`src/design/regs_pkg.sv`:
```
// Control register map with ID word offsets, default ID values and APB widths
package regs_pkg;

    localparam int APB_DATA_W = 32;
    localparam int APB_STRB_W = APB_DATA_W / 8;

    // Register window is 64 bytes
    localparam int REG_OFF_W = 6;

    // Byte offsets
    localparam logic [REG_OFF_W-1:0] REG_FPGA_ID      = 6'h00;
    localparam logic [REG_OFF_W-1:0] REG_FW_ID        = 6'h04;
    localparam logic [REG_OFF_W-1:0] REG_FW_VER       = 6'h08;
    localparam logic [REG_OFF_W-1:0] REG_BOARD_ID     = 6'h0C;
    localparam logic [REG_OFF_W-1:0] REG_BOARD_VER    = 6'h10;
    localparam logic [REG_OFF_W-1:0] REG_BUILD_DATE   = 6'h14;
    localparam logic [REG_OFF_W-1:0] REG_GIT_HASH     = 6'h18;
    localparam logic [REG_OFF_W-1:0] REG_RELEASE_INFO = 6'h1C;
    localparam logic [REG_OFF_W-1:0] REG_SCRATCH      = 6'h20;
    localparam logic [REG_OFF_W-1:0] REG_LAST         = REG_SCRATCH;

    // Default identification words
    localparam logic [APB_DATA_W-1:0] DEF_FPGA_ID      = 32'hDEADBEEF;
    localparam logic [APB_DATA_W-1:0] DEF_FW_ID        = 32'h0000C001;
    localparam logic [APB_DATA_W-1:0] DEF_FW_VER       = 32'h000_01_000;
    localparam logic [APB_DATA_W-1:0] DEF_BOARD_ID     = 32'h1234_0000;
    localparam logic [APB_DATA_W-1:0] DEF_BOARD_VER    = 32'h001_00_000;
    localparam logic [APB_DATA_W-1:0] DEF_BUILD_DATE   = 32'd602976000;
    localparam logic [APB_DATA_W-1:0] DEF_GIT_HASH     = 32'h5f87c2e8;
    localparam logic [APB_DATA_W-1:0] DEF_RELEASE_INFO = 32'h00000000;

endpackage

```
`src/design/pcie_pkg.sv`:
```
// PCIe completer types: request, read result and completion payloads
package pcie_pkg;

    // Width of the control BAR address
    localparam int CTRL_ADDR_W = 24;

    // Completion status codes
    localparam logic [2:0] CPL_SC = 3'd0;
    localparam logic [2:0] CPL_UR = 3'd1;

    // Single dword request from the completer request stream
    typedef struct packed {
        logic                   write;
        logic [CTRL_ADDR_W-1:0] addr;
        logic [31:0]            data;
        logic [3:0]             first_be;
        logic [7:0]             tag;
        logic [15:0]            req_id;
    } cq_req_t;

    // Read outcome handed from the decoder to the completion formatter
    typedef struct packed {
        logic [7:0]  tag;
        logic [15:0] req_id;
        logic [6:0]  addr_lo;
        logic [31:0] data;
        logic        err;
    } rd_result_t;

    // Completion towards the completer completion stream
    typedef struct packed {
        logic [2:0]  status;
        logic [31:0] data;
        logic [7:0]  tag;
        logic [15:0] req_id;
        logic [6:0]  lower_addr;
    } cc_cpl_t;

endpackage
```
`src/design/apb_if.sv`:
```
// APB link between the request decoder and the control register file
`timescale 1ns/1ps

interface apb_if #(
    parameter int addr_w = pcie_pkg::CTRL_ADDR_W
);
    import regs_pkg::*;

    logic                  psel;
    logic                  penable;
    logic                  pwrite;
    logic [addr_w-1:0]     paddr;
    logic [APB_DATA_W-1:0] pwdata;
    logic [APB_STRB_W-1:0] pstrb;
    logic [APB_DATA_W-1:0] prdata;
    logic                  pready;
    logic                  pslverr;

    modport requester (
        output psel, penable, pwrite, paddr, pwdata, pstrb,
        input  prdata, pready, pslverr
    );

    modport completer (
        input  psel, penable, pwrite, paddr, pwdata, pstrb,
        output prdata, pready, pslverr
    );

endinterface

```
`src/design/ctrl_bar_top.sv`:
```
// Control BAR completer pipeline from request stream through APB registers to completions
`timescale 1ns/1ps

module ctrl_bar_top #(
    parameter int ctrl_addr_w = pcie_pkg::CTRL_ADDR_W,
    parameter logic [31:0] fpga_id      = regs_pkg::DEF_FPGA_ID,
    parameter logic [31:0] fw_id        = regs_pkg::DEF_FW_ID,
    parameter logic [31:0] fw_ver       = regs_pkg::DEF_FW_VER,
    parameter logic [31:0] board_id     = regs_pkg::DEF_BOARD_ID,
    parameter logic [31:0] board_ver    = regs_pkg::DEF_BOARD_VER,
    parameter logic [31:0] build_date   = regs_pkg::DEF_BUILD_DATE,
    parameter logic [31:0] git_hash     = regs_pkg::DEF_GIT_HASH,
    parameter logic [31:0] release_info = regs_pkg::DEF_RELEASE_INFO
) (
    input  logic                             pcie_clk,
    input  logic                             pcie_rst,
    input  logic                             cq_valid,
    output logic                             cq_ready,
    input  logic                             cq_write,
    input  logic [pcie_pkg::CTRL_ADDR_W-1:0] cq_addr,
    input  logic [31:0]                      cq_data,
    input  logic [3:0]                       cq_first_be,
    input  logic [7:0]                       cq_tag,
    input  logic [15:0]                      cq_req_id,
    output logic                             cc_valid,
    input  logic                             cc_ready,
    output logic [2:0]                       cc_status,
    output logic [31:0]                      cc_data,
    output logic [7:0]                       cc_tag,
    output logic [15:0]                      cc_req_id,
    output logic [6:0]                       cc_lower_addr
);
    import pcie_pkg::*;

    cq_req_t    cq_in;
    cq_req_t    req;
    logic       req_valid;
    logic       req_ready;
    rd_result_t res;
    logic       res_valid;
    cc_cpl_t    cpl;
    logic       cpl_valid;
    logic       cpl_space;
    cc_cpl_t    cc_out;

    assign cq_in.write = cq_write;
    assign cq_in.addr = cq_addr;
    assign cq_in.data = cq_data;
    assign cq_in.first_be = cq_first_be;
    assign cq_in.tag = cq_tag;
    assign cq_in.req_id = cq_req_id;

    apb_if #(.addr_w(ctrl_addr_w)) apb ();

    stream_skid #(.payload_t(cq_req_t)) cq_skid_i (
        .pcie_clk(pcie_clk), .pcie_rst(pcie_rst),
        .in_valid(cq_valid), .in_ready(cq_ready), .in_data(cq_in),
        .out_valid(req_valid), .out_ready(req_ready), .out_data(req)
    );

    cq_decode #(.ctrl_addr_w(ctrl_addr_w)) cq_decode_i (
        .pcie_clk(pcie_clk), .pcie_rst(pcie_rst),
        .req_valid(req_valid), .req_ready(req_ready), .req(req),
        .cpl_space(cpl_space), .apb(apb),
        .res_valid(res_valid), .res(res)
    );

    ctrl_regfile #(
        .ctrl_addr_w(ctrl_addr_w), .fpga_id(fpga_id), .fw_id(fw_id), .fw_ver(fw_ver),
        .board_id(board_id), .board_ver(board_ver), .build_date(build_date),
        .git_hash(git_hash), .release_info(release_info)
    ) ctrl_regfile_i (
        .pcie_clk(pcie_clk), .pcie_rst(pcie_rst), .apb(apb)
    );

    cc_result cc_result_i (
        .pcie_clk(pcie_clk), .pcie_rst(pcie_rst),
        .res_valid(res_valid), .res(res), .cpl_valid(cpl_valid), .cpl(cpl)
    );

    // Its ready doubles as the read launch permit in the decoder
    stream_skid #(.payload_t(cc_cpl_t)) cc_skid_i (
        .pcie_clk(pcie_clk), .pcie_rst(pcie_rst),
        .in_valid(cpl_valid), .in_ready(cpl_space), .in_data(cpl),
        .out_valid(cc_valid), .out_ready(cc_ready), .out_data(cc_out)
    );

    assign cc_status = cc_out.status;
    assign cc_data = cc_out.data;
    assign cc_tag = cc_out.tag;
    assign cc_req_id = cc_out.req_id;
    assign cc_lower_addr = cc_out.lower_addr;

endmodule

```
`src/design/cc_result.sv`:
```
// Completion formatter that turns read results into completion payloads
`timescale 1ns/1ps

module cc_result (
    input  logic                 pcie_clk,
    input  logic                 pcie_rst,
    input  logic                 res_valid,
    input  pcie_pkg::rd_result_t res,
    output logic                 cpl_valid,
    output pcie_pkg::cc_cpl_t    cpl
);
    import pcie_pkg::*;

    always_ff @(posedge pcie_clk) begin
        if (pcie_rst) begin
            cpl_valid <= 1'b0;
        end else begin
            cpl_valid <= res_valid;
        end
    end

    always_ff @(posedge pcie_clk) begin
        if (res_valid) begin
            // Failed read turns into Unsupported Request with no data
            if (res.err) begin
                cpl.status <= CPL_UR;
                cpl.data <= '0;
            end else begin
                cpl.status <= CPL_SC;
                cpl.data <= res.data;
            end
            cpl.tag <= res.tag;
            cpl.req_id <= res.req_id;
            // Lower address is byte address bits 6:0
            cpl.lower_addr <= res.addr_lo;
        end
    end

endmodule

```
`src/design/ctrl_regfile.sv`:
```
// Control register file on APB with ID words, a scratch register and error response
`timescale 1ns/1ps

module ctrl_regfile #(
    parameter int ctrl_addr_w = pcie_pkg::CTRL_ADDR_W,
    parameter logic [regs_pkg::APB_DATA_W-1:0] fpga_id      = regs_pkg::DEF_FPGA_ID,
    parameter logic [regs_pkg::APB_DATA_W-1:0] fw_id        = regs_pkg::DEF_FW_ID,
    parameter logic [regs_pkg::APB_DATA_W-1:0] fw_ver       = regs_pkg::DEF_FW_VER,
    parameter logic [regs_pkg::APB_DATA_W-1:0] board_id     = regs_pkg::DEF_BOARD_ID,
    parameter logic [regs_pkg::APB_DATA_W-1:0] board_ver    = regs_pkg::DEF_BOARD_VER,
    parameter logic [regs_pkg::APB_DATA_W-1:0] build_date   = regs_pkg::DEF_BUILD_DATE,
    parameter logic [regs_pkg::APB_DATA_W-1:0] git_hash     = regs_pkg::DEF_GIT_HASH,
    parameter logic [regs_pkg::APB_DATA_W-1:0] release_info = regs_pkg::DEF_RELEASE_INFO
) (
    input  logic     pcie_clk,
    input  logic     pcie_rst,
    apb_if.completer apb
);
    import regs_pkg::*;

    logic [REG_OFF_W-1:0]  off;
    logic                  mapped;
    logic                  access;
    logic                  rd_wait;
    logic [APB_DATA_W-1:0] rd_mux;
    logic [APB_DATA_W-1:0] prdata_q;
    logic [APB_DATA_W-1:0] scratch;

    assign off = apb.paddr[REG_OFF_W-1:0];
    // Anything past the scratch word or outside the 64 byte window is unmapped
    assign mapped = !(|apb.paddr[ctrl_addr_w-1:REG_OFF_W]) && (off <= REG_LAST);
    assign access = apb.psel && apb.penable;

    always_comb begin
        case (off)
            REG_FPGA_ID:      rd_mux = fpga_id;
            REG_FW_ID:        rd_mux = fw_id;
            REG_FW_VER:       rd_mux = fw_ver;
            REG_BOARD_ID:     rd_mux = board_id;
            REG_BOARD_VER:    rd_mux = board_ver;
            REG_BUILD_DATE:   rd_mux = build_date;
            REG_GIT_HASH:     rd_mux = git_hash;
            REG_RELEASE_INFO: rd_mux = release_info;
            REG_SCRATCH:      rd_mux = scratch;
            default:          rd_mux = '0;
        endcase
    end

    always_ff @(posedge pcie_clk) begin
        if (pcie_rst) begin
            rd_wait <= 1'b0;
            scratch <= '0;
        end else begin
            // High in the second access cycle of a read
            rd_wait <= access && !apb.pwrite && !rd_wait;
            if (access && apb.pwrite && mapped && (off == REG_SCRATCH)) begin
                for (int i = 0; i < APB_STRB_W; i++) begin
                    if (apb.pstrb[i]) begin
                        scratch[8*i +: 8] <= apb.pwdata[8*i +: 8];
                    end
                end
            end
        end
    end

    // Read mux sampled in the first access cycle
    always_ff @(posedge pcie_clk) begin
        if (access && !apb.pwrite && !rd_wait) begin
            prdata_q <= mapped ? rd_mux : '0;
        end
    end

    assign apb.prdata = prdata_q;
    assign apb.pready = access && (apb.pwrite || rd_wait);
    // ID word writes fall through silently, only unmapped offsets flag an error
    assign apb.pslverr = access && !mapped;

endmodule

```
`src/design/cq_decode.sv`:
```
// Request decoder that runs one APB transfer per request and forwards read results
`timescale 1ns/1ps

module cq_decode #(
    parameter int ctrl_addr_w = pcie_pkg::CTRL_ADDR_W
) (
    input  logic                 pcie_clk,
    input  logic                 pcie_rst,
    input  logic                 req_valid,
    output logic                 req_ready,
    input  pcie_pkg::cq_req_t    req,
    input  logic                 cpl_space,
    apb_if.requester             apb,
    output logic                 res_valid,
    output pcie_pkg::rd_result_t res
);
    import pcie_pkg::*;
    import regs_pkg::*;

    typedef enum logic [1:0] {
        st_idle,
        st_setup,
        st_access
    } state_t;

    state_t  state;
    cq_req_t req_q;
    // Read result sitting in the completion formatter this cycle
    logic    res_pend;
    logic    take;
    logic    done;

    // A read needs a free output slot with nothing else on its way there.
    // Whatever follows a blocked read waits too, keeping strict order
    assign req_ready = (state == st_idle) &&
                       (req.write || (cpl_space && !res_valid && !res_pend));
    assign take = req_valid && req_ready;
    assign done = (state == st_access) && apb.pready;

    assign apb.psel = (state != st_idle);
    assign apb.penable = (state == st_access);
    assign apb.pwrite = req_q.write;
    // Dword address to byte address
    assign apb.paddr = ctrl_addr_w'({req_q.addr, 2'b00});
    assign apb.pwdata = req_q.data;
    assign apb.pstrb = req_q.write ? APB_STRB_W'(req_q.first_be) : '0;

    always_ff @(posedge pcie_clk) begin
        if (pcie_rst) begin
            state <= st_idle;
            res_valid <= 1'b0;
            res_pend <= 1'b0;
        end else begin
            res_valid <= done && !req_q.write;
            res_pend <= res_valid;
            case (state)
                st_idle: begin
                    if (take) begin
                        state <= st_setup;
                    end
                end
                st_setup: begin
                    state <= st_access;
                end
                st_access: begin
                    if (apb.pready) begin
                        state <= st_idle;
                    end
                end
                default: begin
                    state <= st_idle;
                end
            endcase
        end
    end

    always_ff @(posedge pcie_clk) begin
        if (take) begin
            req_q <= req;
        end
        // prdata and pslverr only hold in the pready cycle
        if (done) begin
            res.tag <= req_q.tag;
            res.req_id <= req_q.req_id;
            res.addr_lo <= {req_q.addr[4:0], 2'b00};
            res.data <= apb.prdata;
            res.err <= apb.pslverr;
        end
    end

endmodule

```
`src/design/stream_skid.sv`:
```
// Two-entry valid/ready skid buffer with registered ready, for any payload type
`timescale 1ns/1ps

module stream_skid #(
    parameter type payload_t = logic
) (
    input  logic     pcie_clk,
    input  logic     pcie_rst,
    input  logic     in_valid,
    output logic     in_ready,
    input  payload_t in_data,
    output logic     out_valid,
    input  logic     out_ready,
    output payload_t out_data
);

    payload_t   mem [2];
    logic       wr_ptr;
    logic       rd_ptr;
    logic [1:0] count;
    logic [1:0] count_next;
    logic       in_ready_q;
    logic       push;
    logic       pop;

    assign push = in_valid && in_ready_q;
    assign pop = out_valid && out_ready;
    assign count_next = count + {1'b0, push} - {1'b0, pop};

    always_ff @(posedge pcie_clk) begin
        if (pcie_rst) begin
            wr_ptr <= 1'b0;
            rd_ptr <= 1'b0;
            count <= 2'd0;
            in_ready_q <= 1'b0;
        end else begin
            if (push) begin
                wr_ptr <= ~wr_ptr;
            end
            if (pop) begin
                rd_ptr <= ~rd_ptr;
            end
            count <= count_next;
            // Ready from next fill level, no combinational path upstream
            in_ready_q <= (count_next != 2'd2);
        end
    end

    always_ff @(posedge pcie_clk) begin
        if (push) begin
            mem[wr_ptr] <= in_data;
        end
    end

    assign in_ready = in_ready_q;
    assign out_valid = (count != 2'd0);
    assign out_data = mem[rd_ptr];

endmodule

```
`config.mk`:
```
export PLATFORM = sky130hd
export DESIGN_NAME = ctrl_bar_top
export DESIGN_NICKNAME = d
export VERILOG_FILES = /design/src/design/regs_pkg.sv /design/src/design/pcie_pkg.sv /design/src/design/apb_if.sv /design/src/design/ctrl_bar_top.sv /design/src/design/cc_result.sv /design/src/design/ctrl_regfile.sv /design/src/design/cq_decode.sv /design/src/design/stream_skid.sv
export SDC_FILE = /design/constraint.sdc
export NUM_CORES = 1
export LEC_CHECK = 0
export BUFFER_PORTS_ARGS = -buffer_cell sky130_fd_sc_hd__buf_2
export CAP_MARGIN = 15
export CORE_MARGIN = 2
export CORE_UTILIZATION = 30
export CTS_BUF_LIST = sky130_fd_sc_hd__clkbuf_8
export DETAILED_ROUTE_END_ITERATION = 16
export HOLD_SLACK_MARGIN = 0.08
export MAX_ROUTING_LAYER = met4
export RECOVER_POWER = 25
export SLEW_MARGIN = 40
export SYNTH_ARGS = -nofsm -noshare
export SYNTH_HDL_FRONTEND = slang
export SYNTH_HIERARCHICAL = 1
export SYNTH_SLANG_ARGS = --single-unit
```
`constraint.sdc`:
```
create_clock -name pcie_clk -period 10.8 [get_ports pcie_clk]
set_clock_uncertainty 0.2 [all_clocks]
set_input_delay 2.16 -clock pcie_clk [delete_from_list [all_inputs] [get_ports pcie_clk]]
set_output_delay 2.16 -clock pcie_clk [all_outputs]
set_load 0.005 [all_outputs]
```
==> metrics.yaml, run 1 <==
floorplan:
  die_area_um2: 74200
  start_util_pct: 30.3
  core.rowCount: 98
  die_w_um: 272
  die_y_um: 272
  ioPinCount: 157
  design.core.area_um2: 71400
timing:
  setup-tns-final_ns: 0
  finalCritPeriodShare_pct: 42.4
  drv_slew: 34
  period_needed_ns: 4.58
  slew_headroom_pct: -4.75
  rsz0062_at_grt: "no"
  worst_pin_slew_ns: 1.57
  hold_viol: 0
  setup_viol: 0
  timing.fmax_mhz: 218
cts:
  clockBufferDepth: 3
  clkLatencyLatePin_ns: 0.68
  cts_hold_buf: 0
  h-tree-depth: 3
  post_cts_buffers: 0
  cts_inserted_buffers: 94
  cts_tree: "done"
  cts_resized: 0
  clk_pin_slew_ns: 0.06
  cts.sinks: 589
  root_buffer: "clkbuf_8"
pwr:
  seqPwrFrac_pct: 54.9
  p_leak_uw: 0.00804
  peakVddDrop_uv: 100
  power_frac_clock_pct: 35.7
  p_total_uw: 5140
  combPwrFrac_pct: 9.4
  powerDensity_nw_per_um2: 206
  switching_share_pct: 24.1
  power_switching_uw: 1240
  internal_power_uw: 3900
setup_path:
  required_ns: 8.44
  worstPathArrival_ns: 2.22
  critPathKind: "reg2out"
  cp-end-kind: "output pin"
  crit_path_max_fanout: 25
  reg2reg_depth: 9
  crit_path_start_kind: "flop"
grt:
  antenna_found_initial: 20
  grt_pass1_wl_mm: 61.7
  grt_pass1_vias: 10900
  grt_max_degree: 67
  overflow: 0
  grt_usage_pct: 11.2
final_layout:
  final-seq-area_um2: 17200
  drive_gt1_share_pct: 32.9
  layout.nets: 1420
  nFillCells: 6764
  multi_input_area_um2: 3710
  area_growth_pct: 15.5
routing:
  num_vias: 10200
  drt_first_iter_violations: 579
  post-route-drc-count: 0
  wl_per_cell_um: 16.9
  via_per_inst: 4.28
  first_pass_iters: 5
  wl_mm: 40.2
  antenna_left: 0
job:
  max_cap_violations: 1
placed_design:
  routabilityCongestion: 0.788
  dp_hpwl_mm: 24.8
  port_buffers: 154
synth:
  synth_warnings: 6
  syn_inst: 1175
  netlist_area_um2: 21600
  syn_area_per_cell_um2: 18.4
run_status:
  violations: "max-capacitance violations, max-slew violations"
  status: "finished with violations"
hold_path:
  hp-class: "reg2reg"
  worstHoldPathCells: 0
sequential cells by signal (all words and copies together), names as in the netlist, 2 cells and up, named ones only:
name / flops
cq_skid_i/mem: 166
cc_skid_i/mem: 132
cc_result_i/cpl: 64
cq_decode_i/res: 62
cq_decode_i/apb.pwdata: 32
ctrl_regfile_i/apb.prdata: 32
ctrl_regfile_i/scratch: 32
cq_decode_i/req_q: 28
cq_decode_i/apb.paddr: 22
cc_skid_i/count: 2
cq_decode_i/state: 2
cq_skid_i/count: 2
metal layers:
metal	GRT usage [%]	part of all wire [%]	wire [um]
met5	-	0	0
met1	12.8	43	17300
met4	5.31	2.6	1050
met2	18.0	49	19500
met3	3.30	5.8	2330
cells in the final DEF, fill, tap and decap left out, types with 6 or more instances in the layout:
master / count
clkinv_1: 25
edfxtp_1: 539
nand4_1: 33
nand2_1: 38
inv_1: 36
clkbuf_8: 97
buf_4: 6
conb_1: 6
buf_2: 153
xor2_1: 6
diode_2: 14
mux2_2: 149
buf_6: 7
nor2_1: 18
o41ai_1: 32
clkinv_2: 12
a21oi_1: 62
dfxtp_1: 49
nor2b_1: 43
worst max-delay path, cell delays in order, from the launching register on:
cell,delay [ns]
dfxtp_4,0.55
buf_12,0.23
buf_12,0.21
mux2_2,0.39
buf_2,0.14
layout make-up:
class                           instances  share of cell area [%]
Sequential cell                       589                    68.9
Multi-Input combinational cell        466                    14.9
Clock buffer                           97                    5.35
Tap cell                              950                    4.77
Timing Repair Buffer                  171                    3.84
Clock inverter                         79                    2.01
Antenna cell                           14                   0.140
Inverter                                7                   0.105
power by group through the flow:
stage | sequential [uW] | combinational [uW] | clock (uW)
after detailed placement | 2880 | 490 | 0
after CTS | 2830 | 493 | 1910
final | 2820 | 483 | 1830
after floorplan | 2860 | 453 | 0
after global placement | 2870 | 469 | 0
after global routing | 2850 | 527 | 2010
path summary, 6_finish.rpt:
path	to	start	slack, ns
worst max-delay path	cc_data[2]	flop	6.22
worst min register to register	cq_decode_i/res[45]$_DFFE_PN_	cq_decode_i/req_q[5]$_DFFE_PP_	0.20
worst max register to register	cq_skid_i/in_ready$_SDFF_PP0_	flop	7.66
worst min-delay path	cq_decode_i/res[45]$_DFFE_PN_	cq_decode_i/req_q[5]$_DFFE_PP_	0.20
metrics by stage:
stage / util, % / cell area, um^2 / cells / worst slack [ns] / hold WS (ns)
finish: 35.0 / 24900 / 2373 / 6.22 / 0.201
global route: 35.0 / 24900 / 2373 / 6.06 / 0.204
CTS: 34.9 / 24900 / 2359 / 6.07 / 0.196
detailed placement: 32.4 / 23100 / 2183 / 6.52 / 0.205
global placement: 32.2 / 23000 / 2177 / 6.32 / 0.201
floorplan: - / 21600 / 1179 / 2.10 / 0.200
No activity file was read; power rests on OpenSTA's default activity.
==> run 2, diff against run 1 <==
==> constraint.sdc (replaced) <==
create_clock -name pcie_clk -period 4.4 [get_ports pcie_clk]
set_clock_uncertainty 0.2 [all_clocks]
set_input_delay 0.88 -clock pcie_clk [delete_from_list [all_inputs] [get_ports pcie_clk]]
set_output_delay 0.88 -clock pcie_clk [all_outputs]
set_load 0.005 [all_outputs]
==> run 2 against run 1 <==
Compared with the run above:
- the flow now finishes without violations
- cell count is essentially flat
- non-clock buffer count rose by 2
- sequential cell count unchanged
- register-to-register slack worse by 6.3 ns
- critical path depth is the same
- sequential power is 150% higher
- sequential share of layout area grew 0.29 points
- via count is 0.54% lower
- largest power group unchanged
- highest routed layer unchanged
==> metrics.yaml, run 2 (synthesis results as in run 1) <==
final_layout:
  layout.nets: 1420
  drive_gt1_share_pct: 30.1
  area_growth_pct: 15.0
  reg_top3: "cq_skid_i/mem: 166 flops, cc_skid_i/mem: 132 flops, cc_result_i/cpl: 64 flops"
  final_common_cell: "edfxtp_1"
  largest_reg_flops: 166
  final_core_util_pct: 34.8
  final_cell_mix: "539 x edfxtp_1, 149 x mux2_2, 110 x buf_2, 95 x clkbuf_8, 62 x a21oi_1"
  nFillCells: 6812
  regMostFlops: "cq_skid_i/mem"
pwr:
  seqPwrFrac_pct: 55.6
  peakVddDrop_uv: 263
  powerDensity_nw_per_um2: 500
  internal_power_uw: 9460
  combPwrFrac_pct: 9.4
  power_frac_clock_pct: 35.0
  switching_share_pct: 23.9
  p_leak_uw: 0.00791
  power_switching_uw: 2970
routing:
  post-route-drc-count: 0
  wl_mm: 39.7
  num_vias: 10100
  first_pass_iters: 4
  wl_per_cell_um: 16.7
  antenna_left: 0
  via_per_inst: 4.26
  drt_first_iter_violations: 528
cts:
  cts_inserted_buffers: 92
  clk_pin_slew_ns: 0.06
  clockBufferDepth: 3
  clkLatencyLatePin_ns: 0.68
  h-tree-depth: 3
  cts_resized: 0
  root_buffer: "clkbuf_8"
  cts_tree: "done"
  cts.sinks: 589
  cts_hold_buf: 0
  post_cts_buffers: 0
setup_path:
  worstPathArrival_ns: 2.14
  slowest_stage: "dfxtp_4"
  crit_path_max_fanout: 30
  cpMostUsedCell: "buf_12"
  crit_buf_inv: 3
  cp-end-kind: "output pin"
  required_ns: 3.32
  critPathKind: "reg2out"
  crit_chain: "buf_12, buf_12, mux2_2, buf_2"
  crit_path_start_kind: "flop"
  max_stage_delay_ns: 0.43
  cpLargestDelayFamily: "buffers and inverters"
timing:
  rsz0062_at_grt: "no"
  setup-tns-final_ns: 0
  setup_viol: 0
  slew_headroom_pct: 48.6
  worst_pin_slew_ns: 0.771
  finalCritPeriodShare_pct: 73.1
  hold_viol: 0
  timing.fmax_mhz: 311
  period_needed_ns: 3.22
  drv_slew: 0
job:
  max_cap_violations: 0
floorplan:
  die_w_um: 272
  ioPinCount: 157
  die_y_um: 272
  start_util_pct: 30.3
  core.rowCount: 98
  design.core.area_um2: 71400
  die_area_um2: 74200
run_status:
  status: "finished clean"
grt:
  overflow: 0
  grt_usage_pct: 11.1
  grt_max_degree: 76
  grt_pass1_vias: 10900
  antenna_found_initial: 16
  grt_pass1_wl_mm: 61.5
placed_design:
  dp_hpwl_mm: 25.0
  port_buffers: 154
  routabilityCongestion: 0.776
hold_path:
  hp-class: "in2reg"
[run 2: changes by cell type in the layout (fill, tap and decap cells not counted), sizes merged]
| cell | change |
|---|---|
| inv | +3 |
| buf | -39 |
| bufinv | -1 |
| clkbuf | +39 |
| clkinvlp | +2 |
| diode | +2 |
| clkinv | -5 |
[run 2: worst register-to-register path, delay by kind of cell (launching register included)]
kind            cells  cell delay [ns]
buf+inv             1             0.28
flops               1             0.39
compound gates      1             0.27
simple gates        3             1.75
[run 2: power by group through the flow]
| stage | sequential [uW] | combinational (uW) | clock, uW |
|---|---|---|---|
| after floorplan | 6960 | 1130 | 0 |
| after detailed placement | 7040 | 1200 | 0 |
| after CTS | 6930 | 1210 | 4540 |
| after global placement | 7020 | 1170 | 0 |
| final | 6920 | 1160 | 4350 |
| after global routing | 6960 | 1280 | 4770 |
[run 2: layout make-up]
type	instances	area, um^2	share of cell area (%)
multi-input combinational	466	3700	14.9
clock inverter	78	462	1.86
antenna	16	40.0	0.161
tap	950	1190	4.78
inverter	7	26.3	0.106
clock buffer	95	1310	5.26
timing repair buffer	173	927	3.73
sequential	589	17200	69.2
[run 2: final timing paths]
path                                                         start                                          to  slack (ns)  depth (start not counted)
worst min register to register      cq_decode_i/req_q[0]$_DFFE_PP_               cq_decode_i/res[40]$_DFFE_PN_        0.20                          0
worst min-delay path                                   cq_addr[18]              cq_skid_i/mem[1][78]$_DFFE_PP_        0.19                          1
worst max register to register  cq_decode_i/apb.paddr[6]$_DFFE_PP_  ctrl_regfile_i/apb.prdata[9]$_SDFFCE_PP0P_        1.36                          5
worst max-delay path                                          flop                                  cc_data[7]        1.18                          4
[run 2: metrics by stage]
step           cells  hold WS, ns  power (uW)  worst slack [ns]  cell area (um^2)
6_report        2374        0.193       12400              1.18             24800
5_1_grt         2373        0.128       13000              1.05             24800
4_1_cts         2358        0.105       12700              1.06             24900
3_5_place_dp    2185        0.205        8230              1.32             23100
3_3_place_gp    2181        0.200        8190              1.34             23000
2_1_floorplan   1179        0.200        8080             0.285             21600
[run 2: per-layer routing]
metal,GRT usage (%),vias up,routed length [um]
met2,17.9,224,19600
met3,3.51,74,2570
met4,5.06,0,1020
li1,-,4830,-
met5,-,-,0
met1,12.5,4982,16500
==> run 3, diff against run 2 <==
==> constraint.sdc (replaced) <==
create_clock -name pcie_clk -period 3.2 [get_ports pcie_clk]
set_clock_uncertainty 0.2 [all_clocks]
set_input_delay 0.64 -clock pcie_clk [delete_from_list [all_inputs] [get_ports pcie_clk]]
set_output_delay 0.64 -clock pcie_clk [all_outputs]
set_load 0.005 [all_outputs]
==> run 3 against run 2 <==
Compared with the run above:
- worst hold slack improved by 0.023 ns
- routed wire length rose by 0.93%
- sequential share of layout area fell by 2.5 points
==> metrics.yaml, run 3 (synthesis results as in run 1) <==
cts:
  clockBufferDepth: 3
  h-tree-depth: 3
  cts.sinks: 589
  root_buffer: "clkbuf_8"
  clkLatencyLatePin_ns: 0.68
  cts_tree: "done"
  cts_inserted_buffers: 93
  cts_resized: 0
  clk_pin_slew_ns: 0.06
routing:
  first_pass_iters: 5
  route.met2.wl_mm: 19.9
  num_vias: 10500
  wl_met1_mm: 17.1
  via_per_inst: 4.27
  post-route-drc-count: 0
  top_layer_used: "met4"
  antenna_left: 0
  met3_length_mm: 2.03
  drt_first_iter_violations: 651
  wl_mm: 40.1
  wl_per_cell_um: 16.3
placed_design:
  dp_hpwl_mm: 24.8
  port_buffers: 154
  routabilityCongestion: 0.794
  dpl_cell_area_um2: 23200
timing:
  rsz0062_at_grt: "no"
  finalCritPeriodShare_pct: 92.2
  drv_slew: 0
  hold_viol: 0
  period_needed_ns: 2.95
  worst_pin_slew_ns: 0.699
  setup_viol: 0
  slew_headroom_pct: 53.4
  timing.fmax_mhz: 339
setup_path:
  r2r_start: "cc_skid_i/in_ready$_SDFF_PP0_"
  reg2reg_depth: 7
  worstPathArrival_ns: 2.11
  crit_path_max_fanout: 18
  crit_path_start_kind: "flop"
  required_ns: 2.36
  cp-end-kind: "output pin"
  critPathKind: "reg2out"
  timing.rr.end: "cq_skid_i/in_ready$_SDFF_PP0_"
  r2r_slack_ns: 0.48
hold_path:
  worstHoldPathCells: 3
  hp-class: "in2reg"
  hold_start: "cc_ready"
  min_to: "cc_skid_i/in_ready$_SDFF_PP0_"
grt:
  grt_pass1_vias: 11100
  antenna_found_initial: 12
  overflow: 0
  grt_pass1_wl_mm: 62.7
  grt_max_degree: 67
  grt_usage_pct: 11.3
pwr:
  powerDensity_nw_per_um2: 671
  p_leak_uw: 0.00831
  peakVddDrop_uv: 411
job:
  max_cap_violations: 0
final_layout:
  reg_top3: "cq_skid_i/mem: 166 flops, cc_skid_i/mem: 132 flops, cc_result_i/cpl: 64 flops"
  drive_gt1_share_pct: 29.4
  final_cell_mix: "539 x edfxtp_1, 149 x mux2_2, 122 x buf_2, 100 x clkbuf_8, 84 x dlygate4sd3_1"
  final_common_cell: "edfxtp_1"
  layout.nets: 1512
  final_core_util_pct: 36.1
  area_growth_pct: 19.4
  regMostFlops: "cq_skid_i/mem"
  stdcell_area_um2: 25800
  largest_reg_flops: 166
floorplan:
  die_y_um: 272
  core.rowCount: 98
  design.core.area_um2: 71400
  start_util_pct: 30.3
  ioPinCount: 157
  die_w_um: 272
  die_area_um2: 74200
run_status:
  status: "finished clean"
-- run 3: layer usage --
layer | vias to the layer above | GRT usage (%)
met5 | - | -
met3 | 79 | 2.74
li1 | 5017 | -
met1 | 5131 | 13.2
met2 | 235 | 18.3
met4 | 0 | 5.25
-- run 3: through the flow --
step,hold slack [ns],setup TNS (ns),total power (uW),instances,worst slack (ns)
CTS,0.143,0,17600,2442,0.116
finish,0.216,0,17300,2452,0.248
global route,0.184,0,18100,2452,0.116
global placement,0.200,0,11300,2191,0.599
floorplan,0.200,-58.55,11100,1179,-0.705
detailed placement,0.205,0,11400,2191,0.519
-- run 3: what timing repair did --
item / in CTS / in global routing
setup endpoints to repair: 1 / 0
hold buffers: 84 / 0
endpoints found under the hold margin: 174 / 0
buffers inserted: 1 / 0
-- run 3: final cells by class --
cell class,count,area [um^2]
Timing Repair Buffer,264,1880
Tap cell,950,1190
Multi-Input combinational cell,466,3700
Inverter,7,26.3
Sequential cell,589,17200
Fill cell,6799,45600
Clock buffer,100,1380
Antenna cell,10,25.0
Clock inverter,66,400
-- run 3: power by group --
group	switching (uW)	internal, uW
combinational	1030	741
sequential	235	9250
clock	2830	3210
total	4090	13200
-- run 3: critical path, stage by stage, from the launching register on --
cell,delay [ns]
dfxtp_4,0.53
buf_4,0.35
mux2_2,0.40
buf_2,0.14
-- run 3: worst max path at each step --
| stage | cells after the start | end | slack, ns |
|---|---|---|---|
| after floorplan | 2 | cq_decode_i/apb.paddr[10]$_DFFE_PP_ | -0.71 |
| after global placement | 5 | ctrl_regfile_i/apb.prdata[23]$_SDFFCE_PP0P_ | 0.60 |
| after detailed placement | 5 | ctrl_regfile_i/apb.prdata[20]$_SDFFCE_PP0P_ | 0.52 |
| after CTS | 3 | cc_req_id[2] | 0.12 |
| after global routing | 3 | cc_req_id[2] | 0.12 |
| final | 3 | cc_req_id[2] | 0.25 |
